===== config.mk =====
export PLATFORM = sky130hd
export DESIGN_NAME = biquad_top
export DESIGN_NICKNAME = d
export VERILOG_FILES = /design/src/biquad_arith_pkg.sv /design/src/coef_map_pkg.sv /design/src/biquad_mac.sv /design/src/biquad_top.sv /design/src/coef_regs.sv /design/src/out_saturate.sv
export SDC_FILE = /design/constraint.sdc
export NUM_CORES = 2
export LEC_CHECK = 0
export BUFFER_PORTS_ARGS = -buffer_cell sky130_fd_sc_hd__clkbuf_2
export CORE_ASPECT_RATIO = 0.8
export CORE_UTILIZATION = 48
export CTS_CLUSTER_SIZE = 8
export DETAILED_ROUTE_END_ITERATION = 8
export GPL_ROUTABILITY_DRIVEN = 0
export PLACE_DENSITY = 0.61
export SLEW_MARGIN = 10
export SYNTH_ARGS = -nofsm -noshare
export SYNTH_HDL_FRONTEND = slang
export SYNTH_SLANG_ARGS = --single-unit

===== constraint.sdc =====
create_clock -name clk -period 28.1 [get_ports clk]
set_clock_uncertainty 0.1 [all_clocks]
set_input_delay 2.81 -clock clk [delete_from_list [all_inputs] [get_ports clk]]
set_output_delay 2.81 -clock clk [all_outputs]
set_load 0.005 [all_outputs]

===== src/biquad_arith_pkg.sv =====
// arithmetic widths for the biquad datapath
// the top level sets DATA_W, COEF_W and GUARD_W and passes them down,
// these defaults only seed the top level parameters
package biquad_arith_pkg;

	// default sample width of x and y at the ports
	localparam int DATA_W_DEF = 12;

	// default coefficient width, taken from the top of a 16-bit register
	// must be 16 or less
	localparam int COEF_W_DEF = 12;

	// default fraction guard bits below the sample lsb in the accumulator
	// must not exceed COEF_W - 2
	localparam int GUARD_W_DEF = 2;

	// headroom of the feedback state above the output width
	localparam int STATE_EXT = 4;

	// width of the wide y kept for feedback
	function automatic int state_width(input int data_w);
		return data_w + STATE_EXT;
	endfunction

	// width of the partial sums and the y accumulator
	// the state width plus the guard fraction bits
	function automatic int acc_width(input int data_w, input int guard_w);
		return state_width(data_w) + guard_w;
	endfunction

endpackage


===== src/coef_map_pkg.sv =====
// register map of the coefficient block on the wishbone bus
// 16-bit data port, one word per coefficient
package coef_map_pkg;

	// wishbone data port width
	localparam int WB_DW = 16;

	// number of coefficient registers
	localparam int NUM_COEF = 5;

	// word address width, enough to reach every register
	localparam int WB_AW = $clog2(NUM_COEF);

	// bus data word
	typedef logic [WB_DW-1:0] wb_word_t;

	// bus word address
	typedef logic [WB_AW-1:0] wb_addr_t;

	// register addresses, feedback pair first then the feedforward taps
	localparam wb_addr_t ADDR_A11 = 3'd0;
	localparam wb_addr_t ADDR_A12 = 3'd1;
	localparam wb_addr_t ADDR_B10 = 3'd2;
	localparam wb_addr_t ADDR_B11 = 3'd3;
	localparam wb_addr_t ADDR_B12 = 3'd4;

	// full coefficient set as held in the registers
	// each field is the raw 16-bit fractional word,
	// the datapath keeps only its top COEF_W bits
	typedef struct packed {
		wb_word_t a11;
		wb_word_t a12;
		wb_word_t b10;
		wb_word_t b11;
		wb_word_t b12;
	} coef_set_t;

endpackage


===== src/biquad_mac.sv =====
`timescale 1ns/1ps

// biquad multiply-accumulate in transposed direct form II
// y[n] = b10*x[n] + s1
// s1  <= b11*x[n] + a11*y[n] + s2
// s2  <= b12*x[n] + a12*y[n]
// y[n] is combinational so the whole sample finishes in one clock
module biquad_mac
	import biquad_arith_pkg::*;
	import coef_map_pkg::*;
#(
	parameter int DATA_W  = DATA_W_DEF,
	parameter int COEF_W  = COEF_W_DEF,
	parameter int GUARD_W = GUARD_W_DEF
)
(
	input  logic                               clk,
	input  logic                               rst_i,
	input  logic signed [DATA_W-1:0]           x_i,
	input  logic                               valid_i,
	input  coef_set_t                          coefs_i,
	output logic signed [DATA_W+STATE_EXT-1:0] y_full_o,
	output logic                               y_step_o
);

	// wide y for feedback
	localparam int STATE_W = state_width(DATA_W);
	// partial sums carry guard fraction bits below the y lsb
	localparam int ACC_W = acc_width(DATA_W, GUARD_W);
	// product scaling, drops the coefficient fraction except the guard bits
	localparam int SHIFT = COEF_W - 1 - GUARD_W;
	// msb of a coefficient register word
	localparam int COEF_MSB = $bits(wb_word_t) - 1;

	// coefficients cut to their top COEF_W bits
	logic signed [COEF_W-1:0] c_a11;
	logic signed [COEF_W-1:0] c_a12;
	logic signed [COEF_W-1:0] c_b10;
	logic signed [COEF_W-1:0] c_b11;
	logic signed [COEF_W-1:0] c_b12;

	// input sample sign extended to state width
	logic signed [STATE_W-1:0] x_ext;

	// scaled products at accumulator precision
	logic signed [ACC_W-1:0] p_b10;
	logic signed [ACC_W-1:0] p_b11;
	logic signed [ACC_W-1:0] p_b12;
	logic signed [ACC_W-1:0] p_a11;
	logic signed [ACC_W-1:0] p_a12;

	// y accumulator and next partial sums
	logic signed [ACC_W-1:0] acc_y;
	logic signed [ACC_W-1:0] s1_next;
	logic signed [ACC_W-1:0] s2_next;

	// partial sum state
	logic signed [ACC_W-1:0] s1_q;
	logic signed [ACC_W-1:0] s2_q;

	// current output at state width
	logic signed [STATE_W-1:0] y_cur;

	// full precision product, floored to the guard precision
	// the top bit of the shifted product is dropped, sums wrap at ACC_W anyway
	function automatic logic signed [ACC_W-1:0] scale_prod(
		input logic signed [STATE_W-1:0] v,
		input logic signed [COEF_W-1:0]  c
	);
		logic signed [STATE_W+COEF_W-1:0] full;
		logic signed [STATE_W+COEF_W-1:0] shifted;
		full = v * c;
		shifted = full >>> SHIFT;
		return shifted[ACC_W-1:0];
	endfunction

	// fractional two's complement, msbs of each register
	assign c_a11 = coefs_i.a11[COEF_MSB -: COEF_W];
	assign c_a12 = coefs_i.a12[COEF_MSB -: COEF_W];
	assign c_b10 = coefs_i.b10[COEF_MSB -: COEF_W];
	assign c_b11 = coefs_i.b11[COEF_MSB -: COEF_W];
	assign c_b12 = coefs_i.b12[COEF_MSB -: COEF_W];

	assign x_ext = x_i;

	// feedforward products from the current sample
	assign p_b10 = scale_prod(x_ext, c_b10);
	assign p_b11 = scale_prod(x_ext, c_b11);
	assign p_b12 = scale_prod(x_ext, c_b12);

	// output of this sample
	// dropping the guard bits is an arithmetic shift, so it floors
	assign acc_y = p_b10 + s1_q;
	assign y_cur = acc_y[ACC_W-1:GUARD_W];

	// feedback products use this sample's y
	assign p_a11 = scale_prod(y_cur, c_a11);
	assign p_a12 = scale_prod(y_cur, c_a12);

	// next state
	assign s1_next = p_b11 + p_a11 + s2_q;
	assign s2_next = p_b12 + p_a12;

	// state moves only on a valid sample, gaps hold it
	always_ff @(posedge clk)
	begin
		if (rst_i)
		begin
			s1_q <= '0;
			s2_q <= '0;
		end
		else if (valid_i)
		begin
			s1_q <= s1_next;
			s2_q <= s2_next;
		end
	end

	assign y_full_o = y_cur;
	// tells the output stage this y belongs to a real sample
	assign y_step_o = valid_i;

endmodule


===== src/biquad_top.sv =====
`timescale 1ns/1ps

// biquad iir section with its coefficients on a wishbone slave
// one sample per valid_i, output one clock later
module biquad_top
	import biquad_arith_pkg::*;
	import coef_map_pkg::*;
#(
	parameter int DATA_W  = DATA_W_DEF,
	parameter int COEF_W  = COEF_W_DEF,
	parameter int GUARD_W = GUARD_W_DEF
)
(
	input  logic                     clk,
	input  logic                     rst_i,
	// wishbone slave
	input  logic                     cyc_i,
	input  logic                     stb_i,
	input  logic                     we_i,
	input  wb_addr_t                 adr_i,
	input  wb_word_t                 dat_i,
	output logic                     ack_o,
	output wb_word_t                 dat_o,
	// sample stream
	input  logic signed [DATA_W-1:0] x_i,
	input  logic                     valid_i,
	output logic signed [DATA_W-1:0] y_o,
	output logic                     y_valid_o
);

	// coefficient set from the register block
	coef_set_t coefs;
	// wide y and its sample strobe
	logic signed [DATA_W+STATE_EXT-1:0] y_full;
	logic y_step;

	coef_regs u_coef_regs (
		.clk     (clk),
		.rst_i   (rst_i),
		.cyc_i   (cyc_i),
		.stb_i   (stb_i),
		.we_i    (we_i),
		.adr_i   (adr_i),
		.dat_i   (dat_i),
		.ack_o   (ack_o),
		.dat_o   (dat_o),
		.coefs_o (coefs)
	);

	biquad_mac #(
		.DATA_W  (DATA_W),
		.COEF_W  (COEF_W),
		.GUARD_W (GUARD_W)
	) u_biquad_mac (
		.clk      (clk),
		.rst_i    (rst_i),
		.x_i      (x_i),
		.valid_i  (valid_i),
		.coefs_i  (coefs),
		.y_full_o (y_full),
		.y_step_o (y_step)
	);

	out_saturate #(
		.DATA_W (DATA_W)
	) u_out_saturate (
		.clk       (clk),
		.rst_i     (rst_i),
		.y_full_i  (y_full),
		.y_step_i  (y_step),
		.y_o       (y_o),
		.y_valid_o (y_valid_o)
	);

endmodule


===== src/coef_regs.sv =====
`timescale 1ns/1ps

// wishbone classic slave with the five filter coefficient registers
// single read and write cycles only, ack one clock after the request
module coef_regs
	import coef_map_pkg::*;
(
	input  logic      clk,
	input  logic      rst_i,
	input  logic      cyc_i,
	input  logic      stb_i,
	input  logic      we_i,
	input  wb_addr_t  adr_i,
	input  wb_word_t  dat_i,
	output logic      ack_o,
	output wb_word_t  dat_o,
	output coef_set_t coefs_o
);

	// request pending on the bus, not yet acked
	logic req;
	// write strobe for the addressed register
	logic wr_en;
	// read strobe, captures the read word into dat_o
	logic rd_en;
	// registered ack
	logic ack_q;
	// read mux output
	wb_word_t rd_word;
	// coefficient storage
	coef_set_t coef_q;

	// a request is live while cyc and stb are up and we have not acked yet
	// this keeps ack to a single cycle even if the master is slow to drop stb
	assign req = cyc_i & stb_i & ~ack_q;
	assign wr_en = req & we_i;
	assign rd_en = req & ~we_i;

	// read mux
	// unmapped addresses 5 to 7 return zero
	always_comb
	begin
		case (adr_i)
			ADDR_A11: rd_word = coef_q.a11;
			ADDR_A12: rd_word = coef_q.a12;
			ADDR_B10: rd_word = coef_q.b10;
			ADDR_B11: rd_word = coef_q.b11;
			ADDR_B12: rd_word = coef_q.b12;
			default:  rd_word = '0;
		endcase
	end

	// ack and read data
	// dat_o is loaded at the same edge that raises ack, so it is valid
	// for exactly the ack cycle and returns to zero afterwards
	always_ff @(posedge clk)
	begin
		if (rst_i)
		begin
			ack_q <= 1'b0;
			dat_o <= '0;
		end
		else
		begin
			ack_q <= req;
			if (rd_en)
			begin
				dat_o <= rd_word;
			end
			else
			begin
				dat_o <= '0;
			end
		end
	end

	// coefficient registers
	// only the addressed register is written
	// writes to unmapped addresses fall through the default and change nothing
	always_ff @(posedge clk)
	begin
		if (rst_i)
		begin
			coef_q <= '0;
		end
		else if (wr_en)
		begin
			case (adr_i)
				ADDR_A11: coef_q.a11 <= dat_i;
				ADDR_A12: coef_q.a12 <= dat_i;
				ADDR_B10: coef_q.b10 <= dat_i;
				ADDR_B11: coef_q.b11 <= dat_i;
				ADDR_B12: coef_q.b12 <= dat_i;
				default:  coef_q <= coef_q;
			endcase
		end
	end

	assign ack_o = ack_q;

	// the filter sees the registers directly
	// a write at edge k applies to the sample taken at edge k+1
	assign coefs_o = coef_q;

endmodule


===== src/out_saturate.sv =====
`timescale 1ns/1ps

// clamps the wide y to DATA_W bits and registers it with a valid flag
module out_saturate
	import biquad_arith_pkg::*;
#(
	parameter int DATA_W = DATA_W_DEF
)
(
	input  logic                               clk,
	input  logic                               rst_i,
	input  logic signed [DATA_W+STATE_EXT-1:0] y_full_i,
	input  logic                               y_step_i,
	output logic signed [DATA_W-1:0]           y_o,
	output logic                               y_valid_o
);

	localparam int STATE_W = state_width(DATA_W);
	// output limits
	localparam logic signed [DATA_W-1:0] Y_MAX = {1'b0, {(DATA_W-1){1'b1}}};
	localparam logic signed [DATA_W-1:0] Y_MIN = {1'b1, {(DATA_W-1){1'b0}}};

	// y fits when the bits above the output msb all copy the sign
	logic fits;
	logic signed [DATA_W-1:0] y_sat;

	assign fits = (&y_full_i[STATE_W-1:DATA_W-1]) | ~(|y_full_i[STATE_W-1:DATA_W-1]);

	always_comb
	begin
		if (fits)
			y_sat = y_full_i[DATA_W-1:0];
		else if (y_full_i[STATE_W-1])
			y_sat = Y_MIN;
		else
			y_sat = Y_MAX;
	end

	// output holds between samples, valid is a one-cycle pulse
	always_ff @(posedge clk)
	begin
		if (rst_i)
		begin
			y_o <= '0;
			y_valid_o <= 1'b0;
		end
		else
		begin
			y_valid_o <= y_step_i;
			if (y_step_i)
				y_o <= y_sat;
		end
	end

endmodule


==> results.yml <==
critical_path:
  cp_slowest_cell: "clkbuf_2"
  endpoint_kind: "flop"
  reg2reg_from: "u_coef_regs.coefs_o[40]$_SDFFE_PP0P_"
  crit_top_cell: "fa_1"
  worstPathArrival_ns: 18.19
  critPathKind: "in2reg"
  crit_start: "x_i[3]"
  cp_max_fo: 36
  critPathRequiredTime_ns: 28.37
  start_kind: "input pin"
  slowest_delay_ns: 0.72
clock_network:
  clk_pin_slew_ns: 0.07
  cts.sinks: 146
  postCtsSetupBuffers: 0
  cts_tree: "yes"
  clk_path_buf_depth: 2
  post_cts_resized: 0
  clk_latency_ns: 0.45
  cts_root_buf: "clkbuf_16"
  htreeDepth: 4
  numCtsBuffers: 17
  holdBufCountCts: 0
synth:
  syn_nets: 5241
  yosys.area.top_type: "fa_1"
  synthMuxAreaShare_pct: 1.44
  synth_xor_area_share_pct: 3.53
  ys_warn_count: 0
  synth_ff_type: "dfxtp_1"
  synth_edf_count: 0
  ys_ff_latch: 146
  synth_simple_gate_area_share_pct: 16.1
  ys_seq_area_share_pct: 8.09
  syn_inst: 4132
  ys_top_cells_by_count: "inv_1, fa_1, nand2_1"
  synth_top_area_share_pct: 42.7
  synth_top_family_by_area: "adder cells"
  synth_compound_area_share_pct: 6.40
  synth_fa_ha_area_share_pct: 53.2
  synth.distinct_cells: 68
  yosysMostFrequentCell: "inv_1"
  synth-async-reset-ratio_pct: 0
  avgSynthCellArea_um2: 8.74
  synth_area_mm2: 0.0361
  synth.area.top_cells: "fa_1, ha_1, inv_1, dfxtp_1, nand2_1"
layout:
  regArea_mm2: 0.00292
  num_antenna_cells: 0
  nNetsFinal: 5161
  area_delta_synth_final_pct: 5.04
  utilization_pct: 51.2
  multiInputGateArea_mm2: 0.0293
  fill_cells: 7000
  drive_above_1_share_pct: 4.40
drt:
  drt-pass1-iter-count: 5
  ant_nets: 0
  vias_per_cell: 5.15
  drt-wirelength-per-cell_um: 17.7
  num_vias: 26100
  drt-initial-drc-count: 1663
  drt_wl_total_um: 89500
  drcViolationCount: 0
global_route:
  grt_start_max_net_pins: 79
  grt-ovfl-total: 0
  antenna_found_initial: 1
  grt_pass1_wl_um: 149000
  grt_usage_pct: 25.0
  grt_pass1_vias: 26800
min_path:
  hold_path_class: "reg2reg"
  hold_start: "u_coef_regs.coefs_o[64]$_SDFFE_PP0P_"
timing:
  min_period_over_period_pct: 63.8
  min_period_ns: 17.92
  finalHoldViolCount: 0
  tightest_slew_ns: 1.23
  fin_setup_tns_ns: 0
  finalSetupViolations: 0
  rsz0062_at_grt: "no"
  hold_ws_ns: 0.357
  fmax_mhz: 55.8
  drv_slew: 0
  slew_headroom_pct: 17.8
placed_design:
  io_buffers: 66
  dp_hpwl_um: 70900
power:
  power_density_mw_per_mm2: 15.6
  leakage_nw: 18.1
  worst_ir_drop_vdd_v: 0.0000416
  p_total_mw: 0.592
die:
  start_util_pct: 48.8
  dieArea_mm2: 0.0763
  top_level_ports: 67
  row_count: 89
  die_h_um: 247
  core-area_mm2: 0.0741
  die_width_um: 309
run_status:
  outcome: "finished, final reports clean"
run:
  maxCapViolCount: 0
-- registers in the layout, summed over array words and instances, names as in the netlist --
signal,count
u_out_saturate.y_o,12
u_coef_regs.dat_o,16
u_coef_regs.ack_o,1
u_biquad_mac.s1_q,18
u_out_saturate.y_valid_o,1
u_coef_regs.coefs_o,80
u_biquad_mac.s2_q,18
-- layer usage --
| layer | GRT usage (%) | share of wire, % |
|---|---|---|
| met2 | 39.3 | 45 |
| met1 | 38.4 | 49 |
| met4 | 3.41 | 1.3 |
| met5 | 0 | 0.022 |
| met3 | 2.19 | 5.2 |
-- where the power goes --
part	internal (mW)	switching, mW	leakage (nW)	total [mW]
clock	0.127	0.115	0.284	0.242
combinational	0.0406	0.0920	16.6	0.133
sequential	0.212	0.00596	1.18	0.217
-- stage by stage --
step	area [µm²]	setup slack [ns]	std cells
2_1_floorplan	36100	11.34	4132
3_3_place_gp	37300	10.11	5034
3_5_place_dp	37300	9.89	5034
4_1_cts	37900	10.26	5066
5_1_grt	37900	9.30	5066
6_report	37900	10.18	5066
-- area by class of cell --
type | instances | area share (%)
Multi-Input combinational cell | 2904 | 77.1
Sequential cell | 146 | 7.70
Inverter | 882 | 8.73
Clock inverter | 14 | 0.432
Tap cell | 1001 | 3.30
Timing Repair Buffer | 101 | 1.57
Clock buffer | 18 | 1.13
-- placed cells by master (no fill, tap or decap), types with 36 or more instances in the layout --
cell type  netlist  final
o21ai_0         37     37
fa_1           771    771
nor3_1          48     48
ha_1           301    301
dfxtp_1        146    146
and2_1         241    241
buf_4            0     36
a21oi_1        144    143
nor2_1         176    175
xnor2_1        109    100
nand2_1        677    677
clkbuf_2         0     65
inv_1          880    880
nand2b_1        64     64
-- logic make-up after synthesis --
group	after synthesis
flops	146
compound gates	359
simple gates	1281
buf+inv	1082
mux	49
fa+ha+maj	1072
xor+xnor	143
-- path summary, 6_finish.rpt --
check        slack [ns]                              endpoint  cells past startpoint
max               10.18    u_biquad_mac.s1_q[17]$_SDFFE_PP0P_                     58
min reg2reg        0.36  u_coef_regs.coefs_o[64]$_SDFFE_PP0P_                      2
min                0.36  u_coef_regs.coefs_o[64]$_SDFFE_PP0P_                      2
max reg2reg       12.43    u_biquad_mac.s1_q[17]$_SDFFE_PP0P_                     57
-- worst max-delay path: cells and delay by family --
kind	cells	cell delay (ns)
simple gates	9	1.05
xor+xnor	3	0.39
buf+inv	8	1.36
fa+ha+maj	15	6.50
compound gates	23	6.04
Note: power is estimated with default switching activity, not from simulation.
